File: src/source/timer_mode_pkg.sv
package timer_mode_pkg;

    typedef logic [1:0] mode_t;

    localparam mode_t mode_off      = 2'b00;    // count held at zero
    localparam mode_t mode_oneshot  = 2'b01;    // count down once, sticky timeout
    localparam mode_t mode_periodic = 2'b10;    // count down and reload
    localparam mode_t mode_pwm      = 2'b11;    // periodic plus compare output

    // control FSM states
    typedef enum logic [1:0] {
        st_idle = 2'b00,    // disabled
        st_run  = 2'b01,    // counting
        st_done = 2'b10     // one-shot expired
    } ctrl_state_t;

endpackage

File: src/source/timer_width_pkg.sv
package timer_width_pkg;

    // default counter width, overridable at the top level
    localparam int cnt_w = 32;

    // prescaler width is fixed
    localparam int presc_w = 16;

    // pre_clk cycles per tick
    typedef logic [presc_w-1:0] presc_t;

    // count at the default width
    typedef logic [cnt_w-1:0] count_t;

endpackage
File: src/source/timer_subsys.sv
`timescale 1ns/10ps

module timer_subsys
    import timer_width_pkg::*;
    import timer_mode_pkg::*;
#(
    parameter int cnt_w = timer_width_pkg::cnt_w
) (
    input  logic             pre_clk,
    input  logic             rst_n,
    input  mode_t            mode,
    input  presc_t           prescaler,
    input  logic [cnt_w-1:0] reload_val,
    input  logic [cnt_w-1:0] compare_val,
    input  logic             start,
    output logic             timeout,
    output logic             pwm_out,
    output logic [cnt_w-1:0] current_count
);

    logic             tick;         // one pre_clk cycle per prescaler period
    logic             load;
    logic             load_zero;
    logic             dec;
    logic             count_zero;
    logic [cnt_w-1:0] next_count;
    logic             pwm_update;
    logic             pwm_clear;

    tick_prescaler tick_prescaler_inst (
        .pre_clk   (pre_clk),
        .rst_n     (rst_n),
        .prescaler (prescaler),
        .tick      (tick)
    );

    timer_ctrl #(
        .cnt_w (cnt_w)
    ) timer_ctrl_inst (
        .pre_clk    (pre_clk),
        .rst_n      (rst_n),
        .tick       (tick),
        .mode       (mode),
        .start      (start),
        .count_zero (count_zero),
        .load       (load),
        .load_zero  (load_zero),
        .dec        (dec),
        .pwm_update (pwm_update),
        .pwm_clear  (pwm_clear),
        .timeout    (timeout)
    );

    down_counter #(
        .cnt_w (cnt_w)
    ) down_counter_inst (
        .pre_clk    (pre_clk),
        .rst_n      (rst_n),
        .load       (load),
        .load_zero  (load_zero),
        .dec        (dec),
        .reload_val (reload_val),
        .count      (current_count),
        .next_count (next_count),
        .count_zero (count_zero)
    );

    pwm_compare #(
        .cnt_w (cnt_w)
    ) pwm_compare_inst (
        .pre_clk     (pre_clk),
        .rst_n       (rst_n),
        .pwm_update  (pwm_update),
        .pwm_clear   (pwm_clear),
        .next_count  (next_count),
        .compare_val (compare_val),
        .pwm_out     (pwm_out)
    );

endmodule

File: src/source/timer_ctrl.sv
`timescale 1ns/10ps

module timer_ctrl
    import timer_mode_pkg::*;
#(
    parameter int cnt_w = timer_width_pkg::cnt_w
) (
    input  logic  pre_clk,
    input  logic  rst_n,
    input  logic  tick,
    input  mode_t mode,
    input  logic  start,
    input  logic  count_zero,
    output logic  load,
    output logic  load_zero,
    output logic  dec,
    output logic  pwm_update,
    output logic  pwm_clear,
    output logic  timeout
);

    ctrl_state_t state;
    ctrl_state_t state_nxt;
    mode_t       mode_q;        // mode seen at the previous tick
    logic        start_q;       // start sampled at the previous tick
    logic        reload_ev;
    logic        timeout_nxt;

    // the counter needs at least one bit to hold a reload value
    if (cnt_w < 1) begin : g_width_check
        $error("timer_ctrl: cnt_w must be at least 1");
    end

    assign reload_ev = (mode != mode_q) || (start && !start_q);

    always_comb begin
        load        = 1'b0;
        load_zero   = 1'b0;
        dec         = 1'b0;
        pwm_update  = 1'b0;
        pwm_clear   = 1'b0;
        state_nxt   = state;
        timeout_nxt = timeout;

        if (tick) begin
            if (mode == mode_off) begin
                // disabled wins over any reload event
                load        = 1'b1;
                load_zero   = 1'b1;
                pwm_clear   = 1'b1;
                timeout_nxt = 1'b0;
                state_nxt   = st_idle;
            end else if (reload_ev) begin
                load        = 1'b1;
                pwm_clear   = 1'b1;     // low until the first compare
                timeout_nxt = 1'b0;
                state_nxt   = st_run;
            end else begin
                unique case (state)
                    st_run: begin
                        if (!count_zero) begin
                            dec         = 1'b1;
                            timeout_nxt = 1'b0;     // ends the periodic pulse
                        end else if (mode == mode_oneshot) begin
                            timeout_nxt = 1'b1;
                            state_nxt   = st_done;
                        end else begin
                            load        = 1'b1;     // periodic and pwm wrap
                            timeout_nxt = 1'b1;
                        end
                        pwm_update = (mode == mode_pwm);
                        pwm_clear  = (mode != mode_pwm);
                    end
                    st_done: begin
                        timeout_nxt = 1'b1;         // sticky until a reload
                        pwm_clear   = 1'b1;
                    end
                    default: begin
                        // idle with a live mode, restart the count
                        load        = 1'b1;
                        pwm_clear   = 1'b1;
                        timeout_nxt = 1'b0;
                        state_nxt   = st_run;
                    end
                endcase
            end
        end
    end

    always_ff @(posedge pre_clk or negedge rst_n) begin
        if (!rst_n) begin
            state   <= st_idle;
            mode_q  <= mode_off;
            start_q <= 1'b0;
            timeout <= 1'b0;
        end else if (tick) begin
            state   <= state_nxt;
            mode_q  <= mode;
            start_q <= start;
            timeout <= timeout_nxt;
        end
    end

    // counter strobes are exclusive and only ever issued on a tick
    a_strobe_excl: assert property (
        @(posedge pre_clk) disable iff (!rst_n) !(load && dec)
    ) else $error("timer_ctrl: load and dec together");

    a_strobe_on_tick: assert property (
        @(posedge pre_clk) disable iff (!rst_n) (load || dec) |-> tick
    ) else $error("timer_ctrl: counter strobe without tick");

endmodule

File: src/source/pwm_compare.sv
`timescale 1ns/10ps

module pwm_compare #(
    parameter int cnt_w = timer_width_pkg::cnt_w
) (
    input  logic             pre_clk,
    input  logic             rst_n,
    input  logic             pwm_update,
    input  logic             pwm_clear,
    input  logic [cnt_w-1:0] next_count,
    input  logic [cnt_w-1:0] compare_val,
    output logic             pwm_out
);

    logic at_or_above;      // the single comparator

    assign at_or_above = (next_count >= compare_val);

    always_ff @(posedge pre_clk or negedge rst_n) begin
        if (!rst_n) begin
            pwm_out <= 1'b0;
        end else if (pwm_clear) begin
            pwm_out <= 1'b0;
        end else if (pwm_update) begin
            pwm_out <= at_or_above;
        end
    end

endmodule

File: src/source/down_counter.sv
`timescale 1ns/10ps

module down_counter #(
    parameter int cnt_w = timer_width_pkg::cnt_w
) (
    input  logic             pre_clk,
    input  logic             rst_n,
    input  logic             load,
    input  logic             load_zero,
    input  logic             dec,
    input  logic [cnt_w-1:0] reload_val,
    output logic [cnt_w-1:0] count,
    output logic [cnt_w-1:0] next_count,
    output logic             count_zero
);

    // only zero test in the design
    assign count_zero = (count == '0);

    // value after a decrement step, wrapping to the reload value at zero
    assign next_count = count_zero ? reload_val : count - cnt_w'(1);

    always_ff @(posedge pre_clk or negedge rst_n) begin
        if (!rst_n) begin
            count <= '0;
        end else if (load) begin
            count <= load_zero ? '0 : reload_val;   // load has priority
        end else if (dec) begin
            count <= count - cnt_w'(1);
        end
    end

    // decrement is only asked for a nonzero count
    a_no_underflow: assert property (
        @(posedge pre_clk) disable iff (!rst_n) (dec && !load) |-> !count_zero
    ) else $error("down_counter: decrement at zero");

endmodule

File: src/source/tick_prescaler.sv
`timescale 1ns/10ps

module tick_prescaler
    import timer_width_pkg::*;
(
    input  logic   pre_clk,
    input  logic   rst_n,
    input  presc_t prescaler,
    output logic   tick
);

    presc_t presc_cnt;      // position inside the tick period
    presc_t presc_last;     // wrap value

    // zero behaves as one, so the tick is then high every cycle
    assign presc_last = (prescaler == '0) ? '0 : presc_t'(prescaler - presc_t'(1));

    // >= so a smaller prescaler written mid-period wraps at once
    assign tick = (presc_cnt >= presc_last);

    always_ff @(posedge pre_clk or negedge rst_n) begin
        if (!rst_n) begin
            presc_cnt <= '0;
        end else if (tick) begin
            presc_cnt <= '0;
        end else begin
            presc_cnt <= presc_cnt + presc_t'(1);
        end
    end

    // with a stable divide ratio above one, ticks are isolated pulses
    a_tick_isolated: assert property (
        @(posedge pre_clk) disable iff (!rst_n)
        (tick && prescaler > presc_t'(1)) |=> (!tick || prescaler != $past(prescaler))
    ) else $error("tick_prescaler: back-to-back ticks at prescaler %0d", prescaler);

endmodule

File: config.mk
export PLATFORM = sky130hd
export DESIGN_NAME = timer_subsys
export DESIGN_NICKNAME = d
export VERILOG_FILES = /design/src/source/timer_mode_pkg.sv /design/src/source/timer_width_pkg.sv /design/src/source/timer_subsys.sv /design/src/source/timer_ctrl.sv /design/src/source/pwm_compare.sv /design/src/source/down_counter.sv /design/src/source/tick_prescaler.sv
export SDC_FILE = /design/constraint.sdc
export NUM_CORES = 1
export LEC_CHECK = 0
export ABC_AREA = 1
export BUFFER_PORTS_ARGS = -buffer_cell sky130_fd_sc_hd__buf_4
export CORE_MARGIN = 2
export CORE_UTILIZATION = 40
export CTS_CLUSTER_DIAMETER = 60
export DETAILED_ROUTE_END_ITERATION = 16
export SYNTH_ARGS = -nofsm -noshare
export SYNTH_HDL_FRONTEND = slang
export SYNTH_SLANG_ARGS = --single-unit
File: constraint.sdc
create_clock -name pre_clk -period 3.4 [get_ports pre_clk]
set_input_delay 0.85 -clock pre_clk [delete_from_list [all_inputs] [get_ports pre_clk]]
set_output_delay 0.85 -clock pre_clk [all_outputs]
set_load 0.01 [all_outputs]
=== After elaboration in Yosys (flattened, before gate mapping) ===
Cells that the tools add are included.

* Register bits after elaboration: 55
* Input port bits: 85
* Output and inout port bits: 34
* Word-level logic and storage cells: 68

* Add/sub/neg operators: 3
* $lt $le $gt $ge: 2
* Eq/ne operators: 9
* Mux-type cells: 38
* Reductions and logical operators: 9

{| class="wikitable"
|+ Operators with widths
! cell !! count
|-
| 32-bit two-way mux || 4
|-
| 32-bit >= comparator || 1
|-
| 32-bit logical NOT || 1
|-
| 16-bit two-way mux || 2
|-
| 32-bit by 1-bit subtractor with 32-bit output (second input constant) || 1
|-
| 1-bit two-way mux || 25
|-
| 16-bit by 1-bit adder with 16-bit output (second input constant) || 1
|-
| 16-bit >= comparator || 1
|-
| 16-bit logical NOT || 1
|-
| 16-bit by 1-bit subtractor with 16-bit output (second input constant) || 1
|-
| 2-bit two-way mux || 4
|-
| 4-bit by 1-bit inequality test with 1-bit output (second input constant) || 2
|-
| 2-bit by 1-bit == test with 1-bit output (second input constant) || 2
|-
| 2-bit == test (second input constant) || 2
|-
| 1-bit one-hot mux with 2 select lines || 2
|-
| 2-bit one-hot mux with 2 select lines || 1
|-
| 4-bit AND reduction || 1
|-
| 2-bit nonzero test || 2
|-
| 3-bit by 1-bit inequality test with 1-bit output (second input constant) || 1
|-
| 2-bit logical NOT || 1
|-
| 2-bit inequality test || 1
|-
| 2-bit inequality test (second input constant) || 1
|-
| 1-bit logical AND || 1
|-
| 1-bit logical NOT || 1
|-
| 1-bit logical OR || 1
|}

=== Depth between registers and ports, before layout ===
Gate-level depths: netlist (run 1).

* Depth in word-level cells: 8
* Mapped depth: 23

=== Modules after synthesis ===
From an unflattened synthesis (run 1), not the netlist that was laid out.

* Cells, all modules: 936
* Area, all modules: 5977.0 um^2

{| class="wikitable"
|+ By module, submodules not included
! module !! times used !! cells an instance !! area an instance (um^2) !! sequential area each (um^2)
|-
| down_counter || 1 || 471 || 2860.2 || 800.8
|-
| tick_prescaler || 1 || 255 || 1750.4 || 400.4
|-
| pwm_compare || 1 || 144 || 924.6 || 25.0
|-
| timer_ctrl || 1 || 66 || 441.7 || 150.1
|}

=== Worst setup path before layout (run 1) ===
No wires, ideal clock.

* Kind: input to register
* From: in prescaler[1]
* To: reg timer_ctrl_inst.mode_q[0]
* Arrival time: 3.271 ns
* Data required time: 3.274 ns
* Slack: 0.002 ns
* Cell stages on the path: 18
* Buffers on the path: 2
* Path through: nor2_1 -> nand2_1 -> nor2_1 -> nand2_1 -> nor2_1 -> nand2_1 -> nor3_1 -> nand3_1 -> nand2_1 -> nand3_1 -> ha_1 -> nand4_1 -> nor3_1 -> nand2_1 -> nand2_1 -> clkbuf_1 -> buf_2 -> o21ai_0

* Cells in the longest elaborated chain, start to end: 3
* Elaborated cells on any way between the ends: 4
* Those cells by class: 1 x add/sub; 1 x order compare; 1 x mux; 1 x reduce/logical

{| class="wikitable"
|+ RTL lines
! element !! RTL line !! source
|-
| from (decl) || timer_subsys.sv:12 || <nowiki>input presc_t prescaler,</nowiki>
|-
| 16-bit by 1-bit subtractor with 16-bit output / 16-bit logical NOT (equally long branches) || tick_prescaler.sv:16 || <nowiki>assign presc_last = (prescaler == '0) ? '0 : presc_t'(prescaler - presc_t'(1));</nowiki>
|-
| 16-bit two-way mux * || tick_prescaler.sv:16 ||
|-
| 16-bit >= comparator * || tick_prescaler.sv:19 || <nowiki>assign tick = (presc_cnt >= presc_last);</nowiki>
|-
| to (signal assigned) || timer_ctrl.sv:93 || <nowiki>mode_q <= mode_off;</nowiki>
|-
| to (signal assigned) || timer_ctrl.sv:98 || <nowiki>mode_q <= mode;</nowiki>
|-
| to (decl) || timer_ctrl.sv:24 || <nowiki>mode_t mode_q;</nowiki>
|}

Mark *: on every way between the ends. The rest lies on a longest branch, timed or not.
A chain may end at the register's enable or synchronous reset.

=== Final worst setup path (run 1) ===
* From: in prescaler[1]
* To: reg down_counter_inst.count[19]

* Cells in the longest elaborated chain, start to end: 6
* Elaborated cells on any way between the ends: 10
* Those cells by class: 1 x add/sub; 1 x order compare; 6 x mux; 2 x reduce/logical

{| class="wikitable"
|+ RTL lines
! element !! RTL line !! source
|-
| 16-bit by 1-bit subtractor with 16-bit output / 16-bit logical NOT (equally long branches) || tick_prescaler.sv:16 ||
|-
| 16-bit two-way mux * || tick_prescaler.sv:16 ||
|-
| 16-bit >= comparator * || tick_prescaler.sv:19 ||
|-
| 1-bit two-way mux || timer_ctrl.sv:45 || <nowiki>if (tick) begin</nowiki>
|-
| 32-bit two-way mux || down_counter.sv:27 || <nowiki>count <= load_zero ? '0 : reload_val;</nowiki>
|-
| 32-bit two-way mux || down_counter.sv:26 || <nowiki>end else if (load) begin</nowiki>
|-
| to (signal assigned) || down_counter.sv:27 ||
|-
| to (signal assigned) || down_counter.sv:29 || <nowiki>count <= count - cnt_w'(1);</nowiki>
|-
| to (decl) || down_counter.sv:12 || <nowiki>output logic [cnt_w-1:0] count,</nowiki>
|}

Marked as above.

==> results.txt, run 1 <==
----------------------------------------------------
[CTS]
  Max clock buf depth ... 2
  Root Driver ... sky130_fd_sc_hd__clkbuf_16
  H-tree depth ... 2
  Clock latency at the later pin of the worst-skew pair ... 0.31 ns
  CTS sink count ... 55
  Clock-pin slew on the worst setup and hold paths ... 0.07 ns
  CTS buffer count ... 5
  CTS tree ... built

[Yosys]
  Compound-gate portion of the synthesized area ... 9.081%
  Fraction of the yosys area taken by sequential cells ... about a quarter
  Synthesized netlist net count ... 1,066
  Post-synthesis sequential element count ... 55
  Post-synthesis adder-cell area fraction ... 12.12%
  Syn Area/Cell ... 6.130 µm²
  Main combinational cell family by area after synthesis ... simple AND/OR/NAND/NOR gates
  Post-synthesis cell count ... 926
  Post-synthesis simple-gate area fraction ... about two fifths
  Mux contribution to synthesized area ... 0%
  Syn. warnings ... 0
  Synthesized cell area ... ~5700 µm²
  Share of the synthesized netlist area taken by xor and xnor gates ... under 10%
  Synth cell types ... 31

[STA]
  Clock skew after layout ... 0.006545 ns
  Setup repair after global routing missed its margin ... yes
  Final Max Slew Viols ... 0
  Maximum clock rate ... a little over 0.3 GHz
  Total Negative Setup Slacks ... 0 ns
  Tmin final ... 3.253 ns
  Count of final setup violators ... 0
  Final period util ... 95.68%
  Worst-Margin Slew ... just over 0.7 ns
  Hold Violations, Final ... 0
  Relative slew slack ... 51.90%

[Global route]
  First-pass GRT wire length ... 28,150 µm
  Maximum number of pins on one net before global-route repair ... 56
  Aggregate global-route resource usage ... 23.18%
  Global route total overflow ... 0
  Via count of the first global-routing pass ... about 5.9k
  Number of antenna violations at the first check in global routing ... 0

[Route]
  Iter 0 DRT Violations ... 270
  Average wire per cell in the routed design ... ~14 µm
  Number of nets still failing antenna checks after routing ... 0
  Number of design rule violations left after detail routing ... 0
  Drt first pass iters ... 6
  Wire length reported by the detailed router ... 17,240 µm
  Overall via count from detail_route ... 6,130
  Via count normalized by instance count ... between 4 and 5

[Final layout]
  Net total in the final layout ... 1,220
  Final instance area ... 7475 µm²
  Commonest non-fill, non-tap cell in the layout ... sky130_fd_sc_hd__nand2_1
  P&R area growth vs syn ... 31.67%
  Count of placed standard cells in the final layout, fillers left out ... around 1.3k
  Fillers ... between 1k and 1.5k
  Ratio of cells with drive above 1 in the final layout ... 20.72%
  Utilization of the core after routing ... 53.85%
  Leading cell types in the layout, fill and taps excluded ... 296 x sky130_fd_sc_hd__nand2_1, 163 x sky130_fd_sc_hd__buf_4, 112 x sky130_fd_sc_hd__nor2_1
  Number of diodes added for antenna fixing ... 0

[Power]
  Standby leakage power ... 4.061 nW
  Total power draw ... 4.621 mW
  Maximum vdd drop ... 0.2954 mV
  P per Cell Area ... ~600 nW/µm²

[Setup path]
  Largest driver fanout on the critical path ... 11
  Crit-path cells ... buf_4 -> nor2_4 -> nand2_1 -> nor2_2 -> nand2_2 -> nor2_2 -> buf_4 -> nand2_2 -> nor3_2 -> or2_4 -> nand3_2 -> ha_4 -> nand2_2 -> o21bai_4 -> a21oi_2 -> nor2_2 -> nand2_4 -> nand2_8 -> nand2_8 -> inv_6 -> buf_12 -> nand2_1 -> nand2_1
  Buffers and inverters on the worst path ... 4
  Cell family with most CP delay ... simple AND/OR/NAND/NOR gates
  Slowest-stage cell, CP ... sky130_fd_sc_hd__ha_4
  Slowest Stage Delay on Critical Path ... ~0.28 ns
  Data required time of the worst path ... ~3.6 ns
  Arrival time at the worst endpoint ... 3.44 ns
  CP startpoint kind ... input pin
  Category of the worst setup path capture point ... register
  Type of the worst setup path ... in -> reg

[Floorplan]
  I/O pin cnt ... 119
  Total number of placement rows ... 43
  Die outline height ... 123.1 µm
  Initial core utilization ... 40.90%
  CORE AREA ... between 10,000 and 15,000 µm²
  Area enclosed by the die boundary ... 15,160 µm²
  Die Wd ... 123.1 µm

[Hold path]
  Worst hold-check path type ... reg -> reg

[Placement]
  Number of cells after detailed placement ... 1,249
  Post-Place Cell Area ... 7073 µm²
  Hpwl dp ... around 14,000 µm
  Count of buffers from port buffering ... 118
  Last weighted congestion value of the routability-driven placer ... 0.9273

[Run]
  Number of maximum-capacitance violations ... 0

[Run status]
  Status ... finished clean

----------------------------------------------------
what timing repair did:
action                                  CTS  global route
gates resized for setup                   0            44
hold buffers                              0             0
endpoints found under the setup margin    0            53
setup buffers                             0             2
synth_stat cells, drive strengths merged:
master / number / area share (%)
a21o: 1 / 0.13
ha: 55 / 12
nor4: 2 / 0.22
xor2: 23 / 3.5
clkbuf: 11 / 0.73
clkinv: 1 / 0.066
nand3: 95 / 8.4
a31o: 1 / 0.15
nand4: 9 / 0.99
nor3: 12 / 1.1
buf: 15 / 1.8
a21boi: 1 / 0.13
a21oi: 30 / 2.6
xnor2: 8 / 1.2
o211ai: 1 / 0.13
nand2: 308 / 21
o21a: 3 / 0.40
o21ai: 55 / 4.8
nand3b: 1 / 0.13
nor2: 126 / 8.5
or2: 3 / 0.33
dfrtp: 55 / 24
a31oi: 1 / 0.11
o21bai: 4 / 0.53
inv: 105 / 6.9
worst register-to-register path, cell delays in order (launching register included):
cell and delay (ns):
sky130_fd_sc_hd__dfrtp_1 0.45, sky130_fd_sc_hd__nor2_1 0.16, sky130_fd_sc_hd__nand2_1 0.11, sky130_fd_sc_hd__nor2_2 0.22, sky130_fd_sc_hd__nand2_1 0.12, sky130_fd_sc_hd__nor2_2 0.20, sky130_fd_sc_hd__nand2_1 0.07, sky130_fd_sc_hd__nand2_1 0.06
sky130_fd_sc_hd__nand2_1 0.09, sky130_fd_sc_hd__nand2_1 0.07, sky130_fd_sc_hd__o21ai_0 0.08, sky130_fd_sc_hd__ha_1 0.30, sky130_fd_sc_hd__nand2_1 0.06, sky130_fd_sc_hd__nor2_2 0.12, sky130_fd_sc_hd__nand4_1 0.25, sky130_fd_sc_hd__a21oi_1 0.20
sky130_fd_sc_hd__buf_4 0.15, sky130_fd_sc_hd__nor2_1 0.04, sky130_fd_sc_hd__nand3_1 0.16, sky130_fd_sc_hd__nand2_1 0.07, sky130_fd_sc_hd__nand2_1 0.06
per-layer routing:
layer	track usage [%]	vias up	wire (µm)	share of wire, %
met3	2.445	19	677	3.9
met5	0	-	0	0
met1	29.72	2719	7751	45
met4	5.256	0	296	1.7
li1	-	3253	-	-
met2	41.76	139	8509	49
path summary, 6_finish.rpt:
check	endpoint	slack, ns	cells after the start	startpoint
worst max-delay path	down_counter_inst.count[19]	0.15	23	prescaler[1]
worst min-delay path	tick_prescaler_inst.presc_cnt[0]	0.49	1	tick_prescaler_inst.presc_cnt[0]
worst max register to register	pwm_compare_inst.pwm_out	0.31	20	down_counter_inst.count[2]
worst min register to register	tick_prescaler_inst.presc_cnt[0]	0.49	1	tick_prescaler_inst.presc_cnt[0]
max in group asynchronous	timer_ctrl_inst.state[1]	2.32	1	rst_n
min in group asynchronous	tick_prescaler_inst.presc_cnt[11]	0.58	1	rst_n
report_power, final:
part | internal [mW] | total, mW | switching (mW)
registers | 0.896 | 1.23 | 0.334
clock network | 0.371 | 0.628 | 0.256
logic | 1.18 | 2.76 | 1.58
total | 2.45 | 4.62 | 2.17
sequential cells by signal (all words and copies together), names as in the netlist:
| register | flops |
|---|---|
| tick_prescaler_inst.presc_cnt | 16 |
| timer_ctrl_inst.state | 2 |
| timer_ctrl_inst.start_q | 1 |
| down_counter_inst.count | 32 |
| timer_ctrl_inst.timeout | 1 |
| pwm_compare_inst.pwm_out | 1 |
| timer_ctrl_inst.mode_q | 2 |
metrics by stage:
step | setup slack, ns | hold slack (ns)
5_1_grt | -0.05462 | 0.5251
4_1_cts | 0.02017 | 0.4973
6_report | 0.1469 | 0.4902
3_5_place_dp | -0.3001 | 0.4813
3_3_place_gp | -0.2361 | 0.4816
2_1_floorplan | 0.002472 | 0.4536
logic make-up after synthesis:
family / count (synthesis)
xor gates and xnor gates: 31
and+or+nand+nor: 556
DFF: 55
buffers and inverters: 132
AOI/OAI and AO/OA: 97
adders and majority gates: 55
layout make-up:
cell class | instances | area, µm² | area share, %
repair buffers | 173 | 1376 | 18.41
clock inverters | 2 | 38.79 | 0.5189
clock buffers | 6 | 138.9 | 1.858
multi-input cells | 739 | 3916 | 52.39
flip-flops and latches | 55 | 1376 | 18.41
inverters | 106 | 402.9 | 5.390
well taps | 180 | 225.2 | 3.013
Note: power is estimated with default switching activity, not from simulation.
==> inputs of run 2 (changes only) <==
Settings changed: CORE_MARGIN 2 to default, CTS_CLUSTER_SIZE from default to 8, SLEW_MARGIN from default to 20.
==> results.txt, run 2 (synthesis gave the netlist of run 1 again) <==
----------------------------------------------------
[Run status]
  Status ... finished clean

[Setup path]
  Arrival time at the worst endpoint ... 3.45 ns
  Buffers and inverters on the worst path ... 4
  Critical register-to-register path endpoint ... pwm_compare_inst.pwm_out
  R2R setup slack ... ~0.29 ns
  Timing startpoint of the critical path ... prescaler[1]
  Crit-path cells ... buf_8 -> nor2_4 -> nand2_2 -> nor2_4 -> nand2_2 -> nor2_4 -> buf_6 -> nand2_4 -> nor3_2 -> or2_4 -> nand3_4 -> ha_4 -> nand2_4 -> o21bai_1 -> a21oi_1 -> nor2_2 -> nand2_4 -> nand2_8 -> nand2_8 -> clkinv_8 -> clkbuf_16 -> nand2_1 -> nand2_1
  Slowest Stage Delay on Critical Path ... around 0.28 ns
  Category of the worst setup path capture point ... register
  Crit Reg-Reg Startpoint ... down_counter_inst.count[9]
  Capture point of the worst path ... down_counter_inst.count[8]
  Largest driver fanout on the critical path ... 6
  Cells on worst reg2reg path ... 19
  Cell family with most CP delay ... simple AND/OR/NAND/NOR gates
  CP startpoint kind ... input pin
  Type of the worst setup path ... in -> reg
  Slowest-stage cell, CP ... sky130_fd_sc_hd__ha_4
  Stages on worst setup path ... 23
  Data required time of the worst path ... 3.59 ns

[Floorplan]
  Die outline height ... around 120 µm
  Total number of placement rows ... 43
  I/O pin cnt ... 119
  Die Wd ... 121.1 µm
  Initial core utilization ... slightly above 40%
  CORE AREA ... 13,880 µm²
  Area enclosed by the die boundary ... 14,670 µm²

[Power]
  Clock network fraction of total power ... 12.7%
  Maximum vdd drop ... 0.2916 mV
  Internal power ... 2.488 mW
  Switching component of the power ... between 2 and 2.5 mW
  Seq pwr share ... 25.8%
  P per Cell Area ... a little over 600 nW/µm²
  Switching portion of total power ... 47.07%
  Logic pwr share ... approximately 62%
  Standby leakage power ... 4.177 nW

[Global route]
  Aggregate global-route resource usage ... 24.02%
  Global route total overflow ... 0
  Routing usage on met1 ... between 30% and 40%
  Routing layer with the top usage in global route ... met2
  First-pass GRT wire length ... 28,180 µm
  Number of antenna violations at the first check in global routing ... 0
  Via count of the first global-routing pass ... 5,905
  M3 GR Usage ... 1.974%
  Maximum number of pins on one net before global-route repair ... 56
  Global-route met2 utilization ... 42.54%

[CTS]
  Root Driver ... sky130_fd_sc_hd__clkbuf_16
  CTS sink count ... 55
  CTS buffer count ... 5
  H-tree depth ... 2
  Clock latency at the later pin of the worst-skew pair ... roughly 0.3 ns
  Clock-pin slew on the worst setup and hold paths ... 0.08 ns
  Max clock buf depth ... 2
  CTS tree ... built

[STA]
  Final Max Slew Viols ... 0
  Maximum clock rate ... just over 0.3 GHz
  Relative slew slack ... 50.40%
  Count of final setup violators ... 0
  Final period util ... 95.75%
  Tmin final ... 3.255 ns
  Clock skew after layout ... 0.01050 ns
  Worst-Margin Slew ... 0.7440 ns
  Hold Violations, Final ... 0
  Setup repair after global routing missed its margin ... yes

[Hold path]
  Worst hold-check path type ... reg -> reg
  Worst hold path cell count ... 2

[Route]
  Drt first pass iters ... 5
  Overall via count from detail_route ... 6,216
  Wire length reported by the detailed router ... 17,240 µm
  Iter 0 DRT Violations ... 320
  Average wire per cell in the routed design ... 13.54 µm
  Number of nets still failing antenna checks after routing ... 0
  Via count normalized by instance count ... roughly 4.9
  Number of design rule violations left after detail routing ... 0

[Placement]
  Number of cells after detailed placement ... 1,263
  Last weighted congestion value of the routability-driven placer ... around 0.91
  Count of buffers from port buffering ... 118
  Hpwl dp ... 13,730 µm

[Final layout]
  Number of flip-flops in the largest register ... 32
  Leading cell types in the layout, fill and taps excluded ... 281 x sky130_fd_sc_hd__nand2_1, 172 x sky130_fd_sc_hd__buf_4, 114 x sky130_fd_sc_hd__nor2_1
  Utilization of the core after routing ... 55.36%
  Fillers ... approximately 1.4k
  Ratio of cells with drive above 1 in the final layout ... 22.78%
  Number of diodes added for antenna fixing ... 0
  Net total in the final layout ... roughly 1.2k
  P&R area growth vs syn ... 35.38%
  Reg with most FFs ... down_counter_inst.count
  Commonest non-fill, non-tap cell in the layout ... sky130_fd_sc_hd__nand2_1
  Largest regs ... down_counter_inst.count: 32 flops, tick_prescaler_inst.presc_cnt: 16 flops
  Count of placed standard cells in the final layout, fillers left out ... around 1.3k

[Run]
  Number of maximum-capacitance violations ... 0

----------------------------------------------------
[run 2: worst min-delay path, cell delays in order, from the launching register on]
cell,delay (ns)
sky130_fd_sc_hd__dfrtp_1,0.36
sky130_fd_sc_hd__nand2_1,0.05
sky130_fd_sc_hd__o21ai_0,0.06
[run 2: stage by stage]
stage / area [µm²] / setup slack [ns] / setup TNS (ns) / hold WS, ns / power, mW
6_report: 7685 / 0.1446 / 0 / 0.4958 / 4.701
5_1_grt: 7685 / -0.06511 / -1.479 / 0.5090 / 5.173
4_1_cts: 7341 / 0.001796 / 0 / 0.4923 / 4.605
3_5_place_dp: 7178 / -0.3175 / -12.28 / 0.4815 / 3.991
2_1_floorplan: 5677 / 0.002472 / 0 / 0.4536 / 2.954
3_3_place_gp: 7178 / -0.2398 / -9.219 / 0.4861 / 3.967
[run 2: repair_timing]
| item | in CTS | in global routing |
|---|---|---|
| hold buffers | 0 | 0 |
| endpoints found under the setup margin | 0 | 52 |
| resized for setup | 0 | 74 |
| setup buffers | 0 | 1 |
[run 2: layout make-up]
type | instances | area [µm²] | area share, %
flip-flops and latches | 55 | 1376 | 17.91
well taps | 180 | 225.2 | 2.931
clock inverters | 2 | 37.54 | 0.4884
repair buffers | 186 | 1515 | 19.72
clock buffers | 5 | 125.1 | 1.628
inverters | 106 | 412.9 | 5.373
multi-input cells | 739 | 3993 | 51.95
[run 2: per-layer routing]
metal / routed length, µm / vias to the layer above / share of wire (%)
li1: - / 3281 / -
met1: 7768 / 2789 / 45
met2: 8613 / 130 / 50
met3: 581 / 16 / 3.4
met4: 272 / 0 / 1.6
met5: 0 / - / 0
[run 2: worst min path at each step]
stage | slack (ns) | from | end
after CTS | 0.49 | tick_prescaler_inst.presc_cnt[0] | tick_prescaler_inst.presc_cnt[0]
after global routing | 0.51 | timer_ctrl_inst.timeout | timer_ctrl_inst.timeout
final | 0.50 | timer_ctrl_inst.timeout | timer_ctrl_inst.timeout
after detailed placement | 0.48 | tick_prescaler_inst.presc_cnt[0] | tick_prescaler_inst.presc_cnt[0]
after global placement | 0.49 | pwm_compare_inst.pwm_out | pwm_compare_inst.pwm_out
after floorplan | 0.45 | tick_prescaler_inst.presc_cnt[0] | tick_prescaler_inst.presc_cnt[0]
[run 2: power groups by stage]
stage | Combinational [mW] | Clock, mW | Sequential [mW]
floorplan | 1.73 | 0 | 1.23
global placement | 2.75 | 0 | 1.21
detailed placement | 2.78 | 0 | 1.21
CTS | 2.80 | 0.605 | 1.20
global route | 3.30 | 0.622 | 1.25
finish | 2.89 | 0.599 | 1.21
==> inputs of run 3 (changes only) <==
Settings changed: CTS_CLUSTER_DIAMETER 60 to default, GPL_TIMING_DRIVEN from default to 0.
Clock period 3.4 ns to 3.9 ns, I/O delays scaled along.
==> results.txt, run 3 (synthesis gave the netlist of run 1 again) <==
----------------------------------------------------
[Final layout]
  Count of placed standard cells in the final layout, fillers left out ... 1,231
  P&R area growth vs syn ... 22.94%
  Final instance area ... 6979 µm²
  Number of flip-flops in the largest register ... 32
  Reg with most FFs ... down_counter_inst.count
  Commonest non-fill, non-tap cell in the layout ... sky130_fd_sc_hd__nand2_1
  Largest regs ... down_counter_inst.count: 32 flops, tick_prescaler_inst.presc_cnt: 16 flops
  Number of diodes added for antenna fixing ... 0
  Fillers ... 1,521
  Leading cell types in the layout, fill and taps excluded ... 304 x sky130_fd_sc_hd__nand2_1, 121 x sky130_fd_sc_hd__nor2_1, 121 x sky130_fd_sc_hd__buf_4
  Net total in the final layout ... 1,191
  Utilization of the core after routing ... 50.28%
  Ratio of cells with drive above 1 in the final layout ... 15.03%

[CTS]
  Max clock buf depth ... 2
  Number of buffers inserted by hold repair at cts ... 0
  Clock-pin slew on the worst setup and hold paths ... 0.07 ns
  Post-CTS setup buffers ... 0
  Root Driver ... sky130_fd_sc_hd__clkbuf_16
  CTS sink count ... 55
  H-tree depth ... 2
  CTS tree ... built
  CTS buffer count ... 5
  Clock latency at the later pin of the worst-skew pair ... 0.30 ns

[Floorplan]
  I/O pin cnt ... 119
  Die Wd ... 121.1 µm
  Total number of placement rows ... 43
  Area enclosed by the die boundary ... ~15,000 µm²
  CORE AREA ... 13,880 µm²
  Initial core utilization ... 40.90%
  Die outline height ... roughly 120 µm

[Power]
  P per Cell Area ... around 550 nW/µm²
  Maximum vdd drop ... 0.2350 mV
  Standby leakage power ... 3.828 nW

[Setup path]
  Type of the worst setup path ... reg -> reg
  Most prevalent standard cell on the critical path ... sky130_fd_sc_hd__nand2_1
  Arrival time at the worst endpoint ... around 3.8 ns
  CP startpoint kind ... register
  Slowest-stage cell, CP ... sky130_fd_sc_hd__dfrtp_1
  Slowest Stage Delay on Critical Path ... 0.44 ns
  Largest driver fanout on the critical path ... 5
  Cells on worst reg2reg path ... 18
  R2R setup slack ... roughly 0.34 ns
  Category of the worst setup path capture point ... register
  Critical register-to-register path endpoint ... pwm_compare_inst.pwm_out
  Crit-path cells ... inv_1 -> ha_1 -> nand2_1 -> nor2_1 -> nand2_1 -> nor2_1 -> xor2_1 -> nand2_1 -> o21ai_0 -> ha_1 -> nand2_1 -> nor2_1 -> nand4_1 -> nor2_1 -> nand4_1 -> nand3_1 -> nand2_1 -> nand2_1
  Data required time of the worst path ... 4.14 ns
  Crit Reg-Reg Startpoint ... down_counter_inst.count[0]

[STA]
  Relative slew slack ... 50.07%
  Post-layout worst setup margin ... 0.3390 ns
  Maximum clock rate ... 0.2808 GHz
  Final Max Slew Viols ... 0
  Worst-Margin Slew ... 0.7490 ns
  Count of final setup violators ... 0
  Total Negative Setup Slacks ... 0 ns
  Final period util ... between 90% and 100%
  Hold Violations, Final ... 0
  Tmin final ... between 3 and 4 ns
  Clock skew after layout ... between 0.009 and 0.01 ns

[Global route]
  Global route total overflow ... 0
  Aggregate global-route resource usage ... 24.53%
  Via count of the first global-routing pass ... 5,866
  First-pass GRT wire length ... ~28,000 µm
  Maximum number of pins on one net before global-route repair ... 56
  Number of antenna violations at the first check in global routing ... 0

[Placement]
  Count of buffers from port buffering ... 118
  Post-Place Cell Area ... 6788 µm²
  Setup slack after placement ... -0.4777 ns
  Number of cells after detailed placement ... ~1.2k
  Hpwl dp ... ~14,000 µm
  Last weighted congestion value of the routability-driven placer ... 0.9192

[Route]
  Wire length reported by the detailed router ... 16,960 µm
  Number of nets still failing antenna checks after routing ... 0
  Average wire per cell in the routed design ... ~14 µm
  Overall via count from detail_route ... 6,116
  Drt first pass iters ... 5
  Iter 0 DRT Violations ... 264
  Via count normalized by instance count ... slightly below 5
  Number of design rule violations left after detail routing ... 0

[Hold path]
  Worst hold path cell count ... 2
  End point of the most critical hold path ... pwm_compare_inst.pwm_out
  Hold Startpoint ... pwm_compare_inst.pwm_out
  Worst hold-check path type ... reg -> reg

[Run status]
  Status ... finished clean

[Run]
  Number of maximum-capacitance violations ... 0

----------------------------------------------------
run 3: changes by cell type in the layout (fill, tap and decap cells not counted), sizes merged:
| cell | change |
|---|---|
| clkinvlp | -1 |
| clkinv | -1 |
| buf | -54 |
| clkbuf | +13 |
| inv | +1 |
run 3: repair_timing:
action                                  in CTS  in global routing
hold endpoints to repair                     0                  0
gates resized for setup                      2                 15
endpoints found under the setup margin      42                 55
run 3: layout make-up:
type / instances / area, µm² / area share (%)
inverter: 106 / 397.9 / 5.701
tap: 180 / 225.2 / 3.227
sequential: 55 / 1376 / 19.72
clock buffer: 6 / 128.9 / 1.847
clock inverter: 1 / 30.03 / 0.4303
timing repair buffer: 118 / 885.9 / 12.69
buffer: 26 / 157.7 / 2.259
multi-input combinational: 739 / 3777 / 54.12
run 3: worst max-delay path by stage:
stage | from | cells after the start | endpoint
after floorplan | prescaler[1] | 18 | timer_ctrl_inst.mode_q[0]
after global placement | prescaler[1] | 19 | timer_ctrl_inst.mode_q[0]
after detailed placement | prescaler[1] | 19 | timer_ctrl_inst.mode_q[0]
after CTS | prescaler[1] | 20 | down_counter_inst.count[20]
after global routing | prescaler[1] | 21 | timer_ctrl_inst.state[1]
final | down_counter_inst.count[0] | 18 | pwm_compare_inst.pwm_out
run 3: metrics by stage:
step	hold slack, ns	total power, mW
finish	0.4860	3.861
global route	0.5159	4.301
CTS	0.4981	3.880
detailed placement	0.4799	3.348
global placement	0.4831	3.338
floorplan	0.4536	2.575
run 3: critical path, delay by kind of cell, from the launching register on:
kind	cells	cell delay [ns]
compound gates	1	0.09
xor+xnor	1	0.26
fa+ha+maj	2	0.42
buf+inv	1	0.15
flops	1	0.44
simple gates	13	2.12
run 3: layer usage:
metal  share of wire (%)  GRT usage (%)  wire [µm]  up-vias
met5                   0              0          0        -
met4                 2.5          7.948        420        0
met3                 4.2          3.055        705       26
met2                  48          43.18       8187      140
met1                  45          30.88       7644     2752
li1                    -              -          -     3198
run 3: power breakdown:
part           internal (mW)  total (mW)  switching [mW]
clock network          0.300       0.510           0.210
registers              0.781        1.07           0.290
logic                  0.937        2.28            1.34
total                   2.02        3.86            1.84
